==> config.mk <==
export PLATFORM = sky130hd
export DESIGN_NAME = flit_buffer
export DESIGN_NICKNAME = d
export VERILOG_FILES = /design/src/design/flit_buffer_pkg.sv /design/src/design/vc_ram_if.sv /design/src/design/vc_ptr_ctrl.sv /design/src/design/flit_ram.sv /design/src/design/flit_buffer.sv
export SDC_FILE = /design/constraint.sdc
export NUM_CORES = 1
export LEC_CHECK = 0
export BUFFER_PORTS_ARGS = -buffer_cell sky130_fd_sc_hd__buf_2
export CAP_MARGIN = 20
export CORE_MARGIN = 4
export CORE_UTILIZATION = 55
export CTS_CLUSTER_DIAMETER = 150
export DETAILED_ROUTE_END_ITERATION = 7
export HOLD_SLACK_MARGIN = 0.12
export PLACE_DENSITY = 0.75
export RECOVER_POWER = 25
export SYNTH_ARGS = -nofsm -noshare
export SYNTH_HDL_FRONTEND = slang
export SYNTH_SLANG_ARGS = --single-unit
==> constraint.sdc <==
create_clock -name clk -period 2.9 [get_ports clk]
set_input_delay 0 -clock clk [delete_from_list [all_inputs] [get_ports clk]]
set_output_delay 0 -clock clk [all_outputs]
set_load 0.01 [all_outputs]
==> src/design/flit_buffer_pkg.sv <==
package flit_buffer_pkg;

    // buffer geometry
    localparam int num_vc    = 4;   // virtual channels per input port
    localparam int vc_depth  = 4;   // flit slots per vc, power of two
    localparam int payload_w = 32;
    localparam int hdr_w     = 2;   // header and tail flags

    // incoming flit is header, one-hot vc field, payload
    localparam int flit_w = hdr_w + num_vc + payload_w;

    // the vc field is implied by the write select, so the ram drops it
    localparam int ram_data_w = hdr_w + payload_w;

    // pointer inside one vc region
    localparam int ptr_w = (vc_depth > 1) ? $clog2(vc_depth) : 1;

    // binary vc number
    localparam int vc_w = (num_vc > 1) ? $clog2(num_vc) : 1;

    // ram address is vc number followed by the in-vc pointer
    localparam int addr_w = vc_w + ptr_w;

    // occupancy has to reach vc_depth itself
    localparam int depth_w = ptr_w + 1;

endpackage

==> src/design/vc_ram_if.sv <==
`timescale 1ns/1ps

// address and strobe bus from the pointer controller to the flit ram
interface vc_ram_if import flit_buffer_pkg::*; ();

    logic              wr;       // single cycle write strobe
    logic              rd;       // single cycle read strobe
    logic [addr_w-1:0] wr_addr;
    logic [addr_w-1:0] rd_addr;

    // controller side
    modport ctrl (
        output wr,
        output rd,
        output wr_addr,
        output rd_addr
    );

    // ram side
    modport ram (
        input wr,
        input rd,
        input wr_addr,
        input rd_addr
    );

endinterface

==> src/design/vc_ptr_ctrl.sv <==
`timescale 1ns/1ps

module vc_ptr_ctrl import flit_buffer_pkg::*; (
    input  logic              clk,
    input  logic              reset,
    input  logic              wr_en,
    input  logic [num_vc-1:0] vc_num_wr,    // one-hot
    input  logic              rd_en,
    input  logic [num_vc-1:0] vc_num_rd,    // one-hot
    output logic [num_vc-1:0] vc_not_empty,
    vc_ram_if.ctrl            ram
);

    logic [num_vc-1:0]  wr_vc;    // write strobe per vc
    logic [num_vc-1:0]  rd_vc;    // read strobe per vc
    logic [num_vc-1:0]  vc_full;
    logic [ptr_w-1:0]   wr_ptr [num_vc];
    logic [ptr_w-1:0]   rd_ptr [num_vc];
    logic [depth_w-1:0] depth  [num_vc];
    logic [vc_w-1:0]    wr_vc_bin;
    logic [vc_w-1:0]    rd_vc_bin;

    // OR of the indices of the set bits, exact for a one-hot input
    function automatic logic [vc_w-1:0] onehot_to_bin(input logic [num_vc-1:0] onehot);
        logic [vc_w-1:0] bin;
        bin = '0;
        for (int i = 0; i < num_vc; i++) begin
            if (onehot[i]) begin
                bin = bin | vc_w'(i);
            end
        end
        return bin;
    endfunction

    assign wr_vc = wr_en ? vc_num_wr : '0;
    assign rd_vc = rd_en ? vc_num_rd : '0;

    assign wr_vc_bin = onehot_to_bin(vc_num_wr);
    assign rd_vc_bin = onehot_to_bin(vc_num_rd);

    // each vc owns a contiguous region, so the vc number is the upper address part
    assign ram.wr_addr = {wr_vc_bin, wr_ptr[wr_vc_bin]};
    assign ram.rd_addr = {rd_vc_bin, rd_ptr[rd_vc_bin]};
    assign ram.wr      = wr_en;
    assign ram.rd      = rd_en;

    genvar i;
    generate
        for (i = 0; i < num_vc; i++) begin : g_vc
            assign vc_not_empty[i] = (depth[i] != '0);
            assign vc_full[i]      = (depth[i] == depth_w'(vc_depth));

            always_ff @(posedge clk or posedge reset) begin
                if (reset) begin
                    wr_ptr[i] <= '0;
                    rd_ptr[i] <= '0;
                    depth[i]  <= '0;
                end else begin
                    // pointers wrap on their own, vc_depth is a power of two
                    if (wr_vc[i]) begin
                        wr_ptr[i] <= wr_ptr[i] + ptr_w'(1);
                    end
                    if (rd_vc[i]) begin
                        rd_ptr[i] <= rd_ptr[i] + ptr_w'(1);
                    end

                    if (wr_vc[i] && !rd_vc[i]) begin
                        depth[i] <= depth[i] + depth_w'(1);
                    end else if (rd_vc[i] && !wr_vc[i]) begin
                        depth[i] <= depth[i] - depth_w'(1);
                    end
                    // write and read together leave the depth alone
                end
            end
        end
    endgenerate

    // writer keeps out of full vcs, except when the same vc drains this cycle
    a_wr_legal: assert property (
        @(posedge clk) disable iff (reset)
        wr_en |-> $onehot(vc_num_wr) && ((wr_vc & vc_full & ~rd_vc) == '0)
    ) else $error("write with bad vc select or to a full vc");

    // plain read of an empty vc
    a_rd_legal: assert property (
        @(posedge clk) disable iff (reset)
        rd_en |-> $onehot(vc_num_rd) && ((rd_vc & ~wr_vc & ~vc_not_empty) == '0)
    ) else $error("read with bad vc select or from an empty vc");

    // no write-through, the ram returns the old word
    a_no_bypass: assert property (
        @(posedge clk) disable iff (reset)
        (wr_vc & rd_vc & ~vc_not_empty) == '0
    ) else $error("write and read of the same empty vc in one cycle");

endmodule

==> src/design/flit_ram.sv <==
`timescale 1ns/1ps

module flit_ram import flit_buffer_pkg::*; (
    input  logic                  clk,
    input  logic [ram_data_w-1:0] din,
    output logic [ram_data_w-1:0] dout,
    vc_ram_if.ram                 ram
);

    // one region of vc_depth words per vc
    logic [ram_data_w-1:0] mem [num_vc*vc_depth];

    always_ff @(posedge clk) begin
        if (ram.wr) begin
            mem[ram.wr_addr] <= din;
        end
        // registered read, holds between reads
        if (ram.rd) begin
            dout <= mem[ram.rd_addr];   // old word on a same address write
        end
    end

    // addresses come from the pointer controller and must be settled on a strobe
    a_wr_addr_known: assert property (
        @(posedge clk) ram.wr |-> !$isunknown(ram.wr_addr)
    ) else $error("unknown write address with write strobe high");

    a_rd_addr_known: assert property (
        @(posedge clk) ram.rd |-> !$isunknown(ram.rd_addr)
    ) else $error("unknown read address with read strobe high");

endmodule

==> src/design/flit_buffer.sv <==
`timescale 1ns/1ps

// input port flit buffer, all vcs share one ram
module flit_buffer import flit_buffer_pkg::*; (
    input  logic                  clk,
    input  logic                  reset,
    input  logic [flit_w-1:0]     din,
    input  logic                  wr_en,
    input  logic [num_vc-1:0]     vc_num_wr,
    input  logic                  rd_en,
    input  logic [num_vc-1:0]     vc_num_rd,
    output logic [ram_data_w-1:0] dout,          // header then payload
    output logic [num_vc-1:0]     vc_not_empty
);

    logic [hdr_w-1:0]      din_hdr;
    logic [payload_w-1:0]  din_payload;
    logic [ram_data_w-1:0] ram_din;

    // din is header, vc field, payload from msb down
    assign din_hdr     = din[flit_w-1 -: hdr_w];
    assign din_payload = din[payload_w-1:0];

    // vc field is dropped here
    assign ram_din = {din_hdr, din_payload};

    vc_ram_if ram_bus ();

    vc_ptr_ctrl u_ptr_ctrl (
        .clk          (clk),
        .reset        (reset),
        .wr_en        (wr_en),
        .vc_num_wr    (vc_num_wr),
        .rd_en        (rd_en),
        .vc_num_rd    (vc_num_rd),
        .vc_not_empty (vc_not_empty),
        .ram          (ram_bus)
    );

    // ram output word already has the dout layout
    flit_ram u_ram (
        .clk  (clk),
        .din  (ram_din),
        .dout (dout),
        .ram  (ram_bus)
    );

endmodule

**Word-level counts from Yosys, hierarchy flattened**

Memories as Yosys holds them, arrays and structs flattened. A register that Yosys moved wholly into a read port is not among the register bits.
Cells that the tools add are included.

- Bitwise operators: 2
- $add $sub $neg: 16
- Reduce and logical (&&, ||, !) cells: 24
- $lt $le $gt $ge: 2
- Multiplexer cells: 24

Operators with widths:

| operator | count |
|---|---|
| $mux W3 | 8 |
| $add A2 B1 Y2 const B | 8 |
| $mux W2 | 8 |
| $add A3 B1 Y3 const B | 4 |
| $reduce_bool A3 Y1 | 4 |
| $sub A3 B1 Y3 const B | 4 |
| $bmux W2 S2 | 2 |
| $logic_and A1 B1 Y1 | 8 |
| $logic_not A1 Y1 | 8 |
| $mux W4 | 2 |
| $reduce_bool A2 Y1 | 4 |
| $ge A3 B3 Y1 const B | 2 |
| $not A2 Y3 | 2 |
| $mux W1 | 4 |

- Memories: 1
- Register bits after elaboration: 28
- Logic and storage cells: 81
- Output and inout port bits: 38
- Memory bits (writable): 544
- Bits of input ports: 50

Memory list:

| memory | depth | width | rd ports | clocked after memory_dff | write ports | RTL line | text |
|---|---|---|---|---|---|---|---|
| u_ram.mem | 16 | 34 | 1 | 1 | 1 | flit_ram.sv:11 | `logic [ram_data_w-1:0] mem [num_vc*vc_depth];` |

**Logic depth before layout (Yosys ltp)**

Gate-level depths: netlist of run 1.

- Word-level depth: 7
- Gate-level depth with buffers: 10
- Gate-level depth less buffers: 8

**By module**

From an unflattened synthesis of run 1, not the netlist that was laid out.

- Cells, all modules: 1012
- Area total of the unflattened synthesis: 22834.4 um^2

By module, submodules not included:

| module | sequential area each (um^2) | cells each | area an instance (um^2) | times used |
|---|---|---|---|---|
| flit_ram | 17356.6 | 888 | 21416.8 | 1 |
| vc_ptr_ctrl | 700.7 | 124 | 1417.6 | 1 |

**Least setup slack after synthesis of run 1**

No wires, ideal clock.

- Path type: reg-to-reg
- Start: register u_ptr_ctrl.wr_ptr[4] in the netlist's numbering
- End: memory u_ram.mem[2][0] in the netlist's numbering, enable pin
- Setup time: 425 ps
- Arrival: 2579 ps
- Buffers on the path: 0
- Period minus slack after synthesis: 3004 ps
- Required time: 2475 ps
- Stages on the path, launching flop included: 6
- Slack: -104 ps
- Path through: dfrtp_1 mux2_2 o22a_1 o22ai_1 nand2_1 nor2_1

- Word-level cells in the longest chain between the ends: 3

RTL lines:

| element | RTL line | text |
|---|---|---|
| from (decl) | vc_ptr_ctrl.sv:17 | `logic [ptr_w-1:0] wr_ptr [num_vc];` |
| from (signal, indexed assignment) | vc_ptr_ctrl.sv:61 | `wr_ptr[i] <= wr_ptr[i] + ptr_w'(1);` |
| $bmux W2 S2 | vc_ptr_ctrl.sv:42 | `assign ram.wr_addr = {wr_vc_bin, wr_ptr[wr_vc_bin]};` |
| $mux W2 (implied by the code) (2 in series) | vc_ptr_ctrl.sv:42 |  |
| to (decl) | flit_ram.sv:11 |  |

Every way passes these cells. The select of a mux whose other input is x is not followed.

**Final worst setup path of run 1**

- Start: register u_ptr_ctrl.rd_ptr[6] in the netlist's numbering
- End: register u_ram.dout[17] (read register of u_ram.mem) (data pin)

- Word-level cells in the longest chain between the ends: 3

RTL lines:

| element | RTL line | text |
|---|---|---|
| from (decl) | vc_ptr_ctrl.sv:18 | `logic [ptr_w-1:0] rd_ptr [num_vc];` |
| from (signal, indexed assignment) | vc_ptr_ctrl.sv:64 | `rd_ptr[i] <= rd_ptr[i] + ptr_w'(1);` |
| $bmux W2 S2 | vc_ptr_ctrl.sv:43 | `assign ram.rd_addr = {rd_vc_bin, rd_ptr[rd_vc_bin]};` |
| $mux W2 (implied by the code) (2 in series) | vc_ptr_ctrl.sv:43 |  |
| to (decl) | flit_ram.sv:6 | `output logic [ram_data_w-1:0] dout,` |

Every way passes these cells. The select of a mux whose other input is x is not followed.
A chain may end at the register's enable or synchronous reset.

==> results of run 1 <==
[final cells by class]
type | count | area share (%)
multi-input combinational | 667 | 19.8
inverter | 6 | 0.0819
clock buffer | 75 | 5.43
sequential | 606 | 65.7
tap | 577 | 2.62
clock inverter | 29 | 0.801
timing repair buffer | 189 | 5.62
antenna | 2 | 0.0182
[placed cells by master, fill, tap and decap left out, drive strengths merged, types with 36 or more instances in the layout]
cell type,netlist,routed
dlygate4sd3,0,49
nand2,89,89
clkbuf,43,98
o22ai,36,36
a211oi,67,67
buf,40,117
mux2,109,109
a22oi,67,67
or3,40,40
edfxtp,578,578
mux2i,70,70
[through the flow]
step / setup TNS (ps) / util [%]
after detailed placement: 0 / 59.7
after global routing: 0 / 65.0
after global placement: 0 / 59.7
after floorplan: -33440 / -
after CTS: 0 / 64.9
final: 0 / 65.0
[sequential cells by signal, indices dropped and copies added (netlist names)]
| signal | count |
|---|---|
| u_ptr_ctrl.depth | 12 |
| u_ram.mem | 544 |
| u_ram.dout | 34 |
| u_ptr_ctrl.rd_ptr | 8 |
| u_ptr_ctrl.wr_ptr | 8 |
[cells by family after synthesis]
| group | count (synthesis) | share of synthesized area [%] |
|---|---|---|
| adders and majority gates | 8 | 0.548 |
| DFF | 606 | 76.1 |
| buffers and inverters | 89 | 1.91 |
| muxes | 179 | 8.12 |
| AOI/OAI and AO/OA | 249 | 8.09 |
| and+or+nand+nor | 203 | 4.22 |
| xor gates and xnor gates | 28 | 1.03 |
[cells in the mapped netlist (all sizes together) (4+ instances only)]
cell type,n
nor2,23
o311ai,34
and2,4
o22a,4
edfxtp,578
or3,40
dfrtp,28
o31ai,34
xnor2,17
a211oi,67
a22oi,67
inv,6
ha,4
xor2,11
o22ai,36
nor2b,34
clkbuf,43
mux2i,70
buf,40
mux2,109
nand3,4
fa,4
nand2,89
[tightest hold or removal path, stage by stage]
cell,delay [ps]
buf_2,150
or3_1,380
nor2_4,150
[how the worst min path moves through the flow]
stage / start / to / slack, ps / cells after the start
after global routing: vc_num_wr[3] / u_ram.mem[9][0] / 300 / 3
after detailed placement: reset / u_ptr_ctrl.rd_ptr[6] / 310 / 2
final: vc_num_wr[3] / u_ram.mem[9][0] / 280 / 3
after floorplan: reset / u_ptr_ctrl.depth[0] / 70 / 1
after global placement: reset / u_ptr_ctrl.rd_ptr[3] / 300 / 2
after CTS: reset / u_ptr_ctrl.rd_ptr[4] / 220 / 3
[repair_timing]
item                                   in CTS  in global routing
buffers inserted                            0                  0
resized for setup                           0                  3
hold buffers                               48                  1
setup endpoints to repair                   0                  3
endpoints found under the hold margin     599                  5
[power breakdown]
part           leakage, µW  internal (µW)  total (µW)  switching, µW
clock             0.000831           3880        6930           3060
sequential         0.00558          10400       10700            348
combinational      0.00247           1800        4350           2550
total              0.00888          16100       22000           5950
[metal layers]
layer	wire [µm]	track usage, %
met5	0	0
met4	1370	7.34
met3	3000	3.05
met2	25900	37.2
met1	21500	30.0
==> results, run 1 <==
- The instance area at placement is 0.0253 mm².
- STA classifies the critical path endpoint as a register.
- The fraction of registers with async set/reset is 4.62%.
- For this run, the top clock speed supported by timing is about 360 MHz.
- In this run the critical register-to-register path is captured at u_ram.dout[17].
- Counting every net in the synthesized netlist gives 1420.
- The first global-routing pass estimated 78700 µm of wire.
- In this run the critical register-to-register path is launched from u_ptr_ctrl.rd_ptr[6].
- At the worst endpoint, the arrival time is 3070 ps.
- The multi-input combinational cell area is 0.00544 mm².
- In the final design database the tool counted about 1600 nets.
- In the final routed layout, each cell accounts on average for approximately 24 µm.
- The critical path depth is 7.
- The critical path goes through mux2_2 > a222oi_1 > buf_4 > buf_16 > mux2_2 > a211oi_1 > o31ai_1.
- OpenSTA, run right after detailed placement, puts the worst setup slack at approximately 140 ps.
- Entering global routing, the biggest net connects 69 pins.
- For this run, the leading register cell type out of synthesis is edfxtp_1.
- Row generation in the floorplan step produced 75 rows.
- The die is between 200 and 250 µm wide.
- During synthesis, Yosys emitted a total of 0 warnings.
- The slack of the critical path is between 150 and 200 ps.
- Counting flops and latches in the post-synthesis netlist gives 606.
- Dividing the detail-routed via count by the number of cells gives 6.00.
- Dividing total power by cell area gives a power density of 801 mW/mm².
- The number of instances in the placed design is 1995.
- The first-pass detailed-route iteration total is 5.
- The first routing iteration left 1260 violations.
- Across the VDD grid, the largest voltage drop is 0.535 mV.
- The initial antenna violation count is 2.
- The worst hold path class is primary input to register.
- The average instance in the mapped netlist occupies 17.4 µm².
- The flow ran to the end, and the final reports show no timing, DRC or antenna violations.
- The worst setup path is launched from a register.
- In this design, the critical path's most frequently occurring cell is mux2_2.
- The via count of the first global-routing pass is 13300.
- The area of the mapped netlist is 0.0237 mm².
- The area used by sequential logic in the layout is about 0.018 mm².
- Once the floorplan was initialized, standard cells occupied 56.1% of the core.
- The cell at the slowest stage of the critical path is dfrtp_1.
- In this run, CTS created clock tree buffers numbering 57.
- edfxtp_1 takes more of the synthesized area than any other cell.
- The cell sitting at the root of the clock tree is a clkbuf_16.
- Data on the critical path is required at its endpoint by approximately 3200 ps.
- The area enclosed by the die boundary is 0.0465 mm².
- For the worst-skew pair, the clock arrives at the later sink with an insertion delay of between 600 and 700 ps.
- The count of antenna-violating nets left after detailed routing is 0.
- The cell count after synthesis came out at between 1000 and 1500.
- Fill cells in the final layout number 2880.
- In the post-synthesis netlist, the biggest area contributors are edfxtp_1 73%, mux2_2 3.9%, dfrtp_1 3.0%, mux2i_1 3.0%, a22oi_1 2.1%.
- For this run, the slowest stage of the critical path takes 440 ps.
- The relative slew slack is 32.1%.
- For this design the top-level I/O count stands at 88.
- Overall power consumption after layout is estimated at between 20000 and 25000 µW.
- The start-to-end type of the worst setup path is register to register.
- The number of sinks on the clock net is 606.
- Among cell families on the critical path, the largest total delay comes from compound AO/OA/AOI/OAI gates.
- The number of buffers added on ports is 83.
- The depth of the CTS H-tree is 2.
- At the pin with the least slew margin, the transition time is 1010 ps.
- The share of synthesized area in the top cell type comes to 73.1%.
- Compared with the post-synthesis result, the final layout area differs by 15.9%.
- Routability-driven placement finished with a final weighted congestion of 0.771.
- In this run the worst path has a maximum fanout of 54.
- The detailed router placed around 13000 vias in this run.
- The core region area is about 0.042 mm².
- The final routed DRC violation total is 0.
- Measured in cells, the most critical reg-to-reg path has a length of 7.
- The clock-pin slew reported for the worst setup and hold paths after clock tree synthesis is 60 ps.
- Of the synthesized area, sequential elements account for 76.1%.
- TritonCTS built the clock tree.
- Once layout is done, the placed cells without fillers occupy 0.0275 mm².
- The number of endpoints with negative hold slack in the final report is 0.
- After the flow finishes, the layout carries non-filler instances totaling 2151.
- In the final layout, the share of cells above drive strength 1 is between 10% and 20%.
- The worst clock skew is 17.1 ps.
- Dividing the final minimum period by the clock period gives 94.6%.
- The timing startpoint of the critical path is u_ptr_ctrl.rd_ptr[6].
- Setup repair after global routing left no endpoint under its margin.
- The worst setup slack for register-to-register paths is 160 ps.
- The total track usage is 22.1%.
- The post-route minimum period is 2740 ps.
- The vertical die dimension is 216 µm.
- For this block, the routed nets add up to 51800 µm of wire.
- Summed over all layers, the global routing overflow is 0.
- The count of final max-slew check failures was 0.
- Hold is met by 277 ps.
- The max-cap check violation count is 0.
- The critical path capture point is u_ram.dout[17].
- In this run, distinct cell masters in the synthesized netlist total 43.
- Yosys mapped a number of flops with a built-in enable equal to 578.
- Once detailed placement completed, the half-perimeter wirelength came to 28400 µm.
- In this run the static leakage power is 0.00888 µW.
- The clock passes through at most 3 buffers.
- The critical path buffer and inverter count is 2.
- The setup violation total in the final timing report is 0.
Power figures use the tool's default switching activity.
==> run 2: changes to the inputs <==
--- a/config.mk
+++ b/config.mk
@@ -8,12 +8,12 @@
 export BUFFER_PORTS_ARGS = -buffer_cell sky130_fd_sc_hd__buf_2
 export CAP_MARGIN = 20
 export CORE_MARGIN = 4
-export CORE_UTILIZATION = 55
+export CORE_UTILIZATION = 44
 export CTS_CLUSTER_DIAMETER = 150
 export DETAILED_ROUTE_END_ITERATION = 7
 export HOLD_SLACK_MARGIN = 0.12
-export PLACE_DENSITY = 0.75
 export RECOVER_POWER = 25
+export SKIP_CTS_REPAIR_TIMING = 1
 export SYNTH_ARGS = -nofsm -noshare
 export SYNTH_HDL_FRONTEND = slang
 export SYNTH_SLANG_ARGS = --single-unit
==> results, run 2 (synthesis results as in run 1) <==
- The minimum hold slack was 255 ps (-22.1 ps).
- The switching power of the nets is 6170 µW (+3.6%).
- The power per cell area is 815 mW/mm² (+1.8%).
- The count of pins on the block boundary is 88 (unchanged).
- Setup repair after global routing left no endpoint under its margin.
- CTS placed an instance of clkbuf_16 at the clock tree root.
- The placed wire-length estimate after detailed placement came to 28900 µm (+1.7%).
- The start-to-end type of the worst setup path is register to register.
- The final-stage net count is 1588 (+0.19%).
- From synthesis to final layout, the design area changed by 17.1%.
- The depth of the CTS H-tree is 2 (unchanged).
- The transition time at the pin with the least slew margin is 1050 ps (+31.4 ps).
- The aggregate routed wire length is 54800 µm (+5.9%).
- The max-cap check violation count is 0 (unchanged).
- The endpoint required time on the critical path was 3240 ps (about the same).
- The final estimated routing congestion in global placement is 0.734 (-4.8%).
- The core region area came to 0.0530 mm² (+25%).
- The worst hold path class is primary input to register.
- The via count of the first global-routing pass is 12700 (-4.3%).
- The flow ran to the end, and the final reports show no timing, DRC or antenna violations.
- The count of final max-slew check failures is 0 (unchanged).
- The clock power share is 32.8% (+1.3 points).
- The area enclosed by the die boundary came to 0.0577 mm² (+24%).
- The worst setup slack for register-to-register paths is 120 ps (-30 ps).
- The worst-skew pair later-pin latency is 620 ps (about the same).
- The initial antenna violation count is 1 (-1).
- The most common library cell in the layout ignoring fill and taps is edfxtp_1.
- The power share of the combinational group is 19.9% (+0.2 points).
- The total track usage is 19.0% (-3.0 points).
- The cell leakage power is 0.00895 µW (+0.85%).
- The fraction of layout instances using a drive strength above 1 is 20.0% (+0.25 points).
- The area used by sequential logic in the layout came to 0.0181 mm² (unchanged).
- The effective utilization at floorplan is 44.8% (-11 points).
- The worst clock skew is 17.4 ps (+0.309 ps).
- The first-pass GRT wire length is 81700 µm (+3.8%).
- The upper clock frequency limit is 360 MHz (-1.2%).
- The relative slew slack is 30.1% (-2.0 points).
- The vertical die dimension was 240 µm (+11%).
- The kind of start point of the critical path is a register.
- TritonCTS built the clock tree.
- The clock-pin slew reported for the worst setup and hold paths after clock tree synthesis is 60 ps (about the same).
- The multi-input combinational cell area was 0.00543 mm² (about the same).
- The internal power of the cells came to 16500 µW (+2.6%).
- The average wire per cell in the routed design is 24.3 µm (+0.75%).
- The data arrival time of the worst path is 3120 ps (+50 ps).
- The sequential share of power was 47.3% (-1.5 points).
- The number of fill cells in the layout is 4319 (+50%).
- The first-pass detailed-route iteration total was 5 (unchanged).
- The setup violation total in the final timing report came to 0 (unchanged).
- The final routed DRC violation total is 0 (unchanged).
- The pin count of the biggest net entering global routing came to 69 (unchanged).
- The largest fanout on the critical path is 28 (-48%).
- The number of buffers added on ports came to 83 (unchanged).
- The final period utilization came to 95.7% (+1.1 points).
- The library cells used most frequently in the layout, excluding fill and tap cells, are 578 x edfxtp_1, 88 x nand2_1, 83 x mux2_2.
- The overall die width was 240 µm (+11%).
- The net switching share of the total power is 27.2% (+0.19 points).
- The count of antenna-violating nets left after detailed routing was 0 (unchanged).
- The average via count per standard cell is 5.64 (-6.1%).
- The worst setup path is captured at a register.
- The slack of the critical path was 125 ps (-32.8 ps).
- The number of endpoints with negative hold slack in the final report came to 0 (unchanged).
- The leftover overflow at the end of global routing was 0 (unchanged).
- The number of vias in the routed layout was 12700 (-1.3%).
- The row count is 84 (+12%).
- The maximum ir drop on the vdd rail is 0.471 mV (-12%).
- The number of DRC markers after the initial detailed-route iteration is 925 (-27%).
- The worst slack at placement is 131 ps (-7.22 ps).
- The largest registers in the layout are u_ram.mem x544, u_ram.dout x34, u_ptr_ctrl.depth x12.
- The number of sinks on the clock net is 606 (unchanged).
- The largest buffer count on any clock path is 3 (unchanged).
- The number of flip-flops in the largest register is 544 (unchanged).
- The number of buffers added by the clock tree synthesis step is 61 (+7.0%).
- The post-route minimum period is 2780 ps (+32.8 ps).
- The register with the most flip-flops is u_ram.mem.
-- run 2: area by class of cell --
type	instances	area share (%)
antenna	1	0.00900
clock buffer	74	5.74
clock inverter	31	0.972
inverter	6	0.0810
multi-input combinational	667	19.5
sequential	606	65.0
tap	688	3.10
timing repair buffer	188	5.60
-- run 2: worst max-delay path, cell delays in order, from the launching register on --
cell and delay [ps]:
dfrtp_1 400, mux2_2 270, a222oi_1 360, buf_4 290
buf_12 230, mux2_2 360, a211oi_1 440, o31ai_1 140
-- run 2: power by group through the flow --
stage          clock network (µW)  logic (µW)  registers, µW
3_3_place_gp                    0        4430          10900
3_5_place_dp                    0        4490          10900
2_1_floorplan                   0        2800          10900
4_1_cts                      7580        4500          10700
6_report                     7420        4520          10700
5_1_grt                      7940        4870          10800
-- run 2: path summary, 6_finish.rpt --
path / endpoint / depth (start not counted) / startpoint
worst max-delay path: u_ram.dout[20] / 7 / u_ptr_ctrl.rd_ptr[4]
worst min-delay path: u_ptr_ctrl.rd_ptr[6] / 4 / vc_num_rd[0]
worst max register to register: u_ram.dout[20] / 7 / u_ptr_ctrl.rd_ptr[4]
worst min register to register: u_ptr_ctrl.depth[8] / 1 / u_ptr_ctrl.depth[8]
max in group asynchronous: u_ptr_ctrl.depth[1] / 5 / reset
min in group asynchronous: u_ptr_ctrl.depth[6] / 4 / reset
-- run 2: metrics by stage --
stage	setup TNS (ps)	cells	utilization [%]	area (µm²)	power [µW]
after floorplan	-33440	1362	-	23700	13700
after global placement	0	2103	47.9	25400	15300
after detailed placement	0	2104	48.0	25400	15400
after CTS	0	2209	51.5	27300	22800
after global routing	0	2261	52.5	27800	23600
final	0	2261	52.5	27800	22700
-- run 2: per-layer routing --
layer  GRT usage [%]  wire, µm
met1            26.1     23700
met2            31.8     27100
met3            2.86      2770
met4            5.68      1360
met5               0         0
==> run 3: changes to the inputs <==
--- a/config.mk
+++ b/config.mk
@@ -5,6 +5,7 @@
 export SDC_FILE = /design/constraint.sdc
 export NUM_CORES = 1
 export LEC_CHECK = 0
+export ABC_CLOCK_PERIOD_IN_PS = 2900
 export BUFFER_PORTS_ARGS = -buffer_cell sky130_fd_sc_hd__buf_2
 export CAP_MARGIN = 20
 export CORE_MARGIN = 4
@@ -12,8 +13,9 @@
 export CTS_CLUSTER_DIAMETER = 150
 export DETAILED_ROUTE_END_ITERATION = 7
 export HOLD_SLACK_MARGIN = 0.12
-export RECOVER_POWER = 25
+export RECOVER_POWER = 50
 export SKIP_CTS_REPAIR_TIMING = 1
+export SKIP_LAST_GASP = 1
 export SYNTH_ARGS = -nofsm -noshare
 export SYNTH_HDL_FRONTEND = slang
 export SYNTH_SLANG_ARGS = --single-unit
==> results, run 3 (synthesis results as in run 1) <==
- The flow ran to the end, and the final reports show no timing, DRC or antenna violations.
- The data arrival time of the worst path was 3130 ps (about the same).
- The fraction of layout instances using a drive strength above 1 is 17.4% (-2.7 points).
- The number of buffers added by the clock tree synthesis step is 61 (unchanged).
- The core utilization of the finished layout is 52.3% (-0.17 points).
- The number of fill cells in the layout came to 4333 (+0.32%).
- The number of DRC markers after the initial detailed-route iteration is 894 (-3.4%).
- The via count of the first global-routing pass is 12700 (unchanged).
- The tree is rooted in a clkbuf_16.
- The worst setup slack for register-to-register paths is 110 ps (about the same).
- The number of endpoints with negative hold slack in the final report came to 0 (unchanged).
- The power per cell area was 816 mW/mm² (+0.12%).
- The final estimated routing congestion in global placement is 0.734 (unchanged).
- The worst clock skew came to 18.0 ps (+0.572 ps).
- The row count is 84 (unchanged).
- The worst-skew pair later-pin latency is 620 ps (about the same).
- The core region area was 0.0530 mm² (unchanged).
- The vertical die dimension is 240 µm (unchanged).
- The overall die width was 240 µm (unchanged).
- Leaving out fill and tap cells, the most frequent cells in the layout are 578 x edfxtp_1, 88 x nand2_1, 83 x mux2_2.
- The transition time at the pin with the least slew margin was 1450 ps (+400 ps).
- The pin count of the biggest net entering global routing was 69 (unchanged).
- The placed wire-length estimate after detailed placement is 28900 µm (unchanged).
- The depth of the CTS H-tree was 2 (unchanged).
- The effective utilization at floorplan is 44.8% (unchanged).
- The largest fanout on the critical path is 55 (+96%).
- The initial antenna violation count is 1 (unchanged).
- The final-stage net count is 1588 (unchanged).
- The most common library cell in the layout ignoring fill and taps is edfxtp_1.
- Setup repair after global routing could not meet its margin everywhere.
- The upper clock frequency limit is 359 MHz (-0.41%).
- The post-route minimum period is 2790 ps (+11.4 ps).
- The cell leakage power came to 0.00883 µW (-1.4%).
- The total track usage is 19.0% (unchanged).
- The count of antenna-violating nets left after detailed routing came to 0 (unchanged).
- The number of sinks on the clock net is 606 (unchanged).
- Counting flops per register, the top entry is u_ram.mem.
- The maximum ir drop on the vdd rail is 0.471 mV (about the same).
- The count of final max-slew check failures came to 0 (unchanged).
- The average wire per cell in the routed design came to 24.2 µm (about the same).
- The number of buffers added on ports was 83 (unchanged).
- The worst hold path belongs to the class primary input to register.
- The number of flip-flops in the largest register is 544 (unchanged).
- The setup violation total in the final timing report was 0 (unchanged).
- The first-pass detailed-route iteration total is 5 (unchanged).
- The largest buffer count on any clock path came to 3 (unchanged).
- The largest registers in the layout are u_ram.mem x544, u_ram.dout x34, u_ptr_ctrl.depth x12.
- The clock-pin slew reported for the worst setup and hold paths after clock tree synthesis is 60 ps (about the same).
- The area enclosed by the die boundary is 0.0577 mm² (unchanged).
- The first-pass GRT wire length is 81700 µm (unchanged).
- The number of vias in the routed layout is 12800 (+0.039%).
- The average via count per standard cell is 5.64 (about the same).
- The relative slew slack was 3.56% (-27 points).
- The worst setup path is captured at a register.
- The leftover overflow at the end of global routing is 0 (unchanged).
- The aggregate routed wire length is 54800 µm (about the same).
- The final routed DRC violation total is 0 (unchanged).
- The max-cap check violation count was 0 (unchanged).
- The area growth from synthesis to layout is 16.8%.
- The endpoint required time on the critical path is 3240 ps (about the same).
- The critical path is of the register to register type.
- TritonCTS built the clock tree.
- The count of pins on the block boundary is 88 (unchanged).
- The aggregate negative setup slack is 0 ps (unchanged).
- The kind of start point of the critical path is a register.
- The final period utilization is 96.1% (+0.39 points).
## run 3: changes by cell type in the layout (fill, tap and decap cells not counted), moves of 2 or more
| cell | previous run | this run |
|---|---|---|
| and2_0 | 0 | 2 |
| and2_1 | 4 | 2 |
| buf_2 | 61 | 22 |
| clkbuf_1 | 34 | 75 |
## run 3: routing by layer
| layer | vias up | share of wire (%) | track usage, % |
|---|---|---|---|
| met5 | - | 0 | 0 |
| met4 | 0 | 2.5 | 5.68 |
| met3 | 86 | 4.7 | 2.86 |
| met2 | 332 | 49 | 31.8 |
| met1 | 6558 | 44 | 26.1 |
| li1 | 5778 | - | - |
## run 3: worst paths after layout
| path | start | to | cells after the start |
|---|---|---|---|
| min | vc_num_rd[0] | u_ptr_ctrl.rd_ptr[6] | 4 |
| min reg2reg | u_ptr_ctrl.depth[8] | u_ptr_ctrl.depth[8] | 1 |
| max reg2reg | u_ptr_ctrl.rd_ptr[4] | u_ram.dout[16] | 7 |
| max in group asynchronous | reset | u_ptr_ctrl.rd_ptr[1] | 5 |
| max | u_ptr_ctrl.rd_ptr[4] | u_ram.dout[16] | 7 |
| min in group asynchronous | reset | u_ptr_ctrl.depth[6] | 4 |
## run 3: worst max-delay path, cell delays in order (launching register included)
cell      delay (ps)
dfrtp_1          400
mux2_2           270
a222oi_1         360
buf_4            290
buf_16           290
mux2_2           380
a211oi_1         340
o31ai_1          120
## run 3: cell type report
cell class              count  area (µm²)  area share, %
flip-flops and latches    606       18100           65.2
multi-input cells         667        5430           19.6
clock buffers              74        1600           5.76
repair buffers            188        1480           5.32
well taps                 688         861           3.11
clock inverters            31         270          0.975
inverters                   6        22.5         0.0813
diodes                      1        2.50        0.00903
## run 3: through the flow
step	std cells	setup slack, ps	hold WS [ps]	cell area, µm²	power [µW]
after floorplan	1362	-104	65.4	23700	13700
after global placement	2103	144	304	25400	15300
after detailed placement	2104	131	310	25400	15400
after CTS	2209	84.2	-361	27300	22800
after global routing	2261	-3.49	288	27700	23600
final	2261	113	258	27700	22600
## run 3: power breakdown
part	switching (µW)	internal, µW	leakage (µW)	total, µW
clock	3180	4240	0.000903	7420
sequential	328	10400	0.00558	10700
combinational	2660	1820	0.00235	4470
total	6170	16500	0.00883	22600
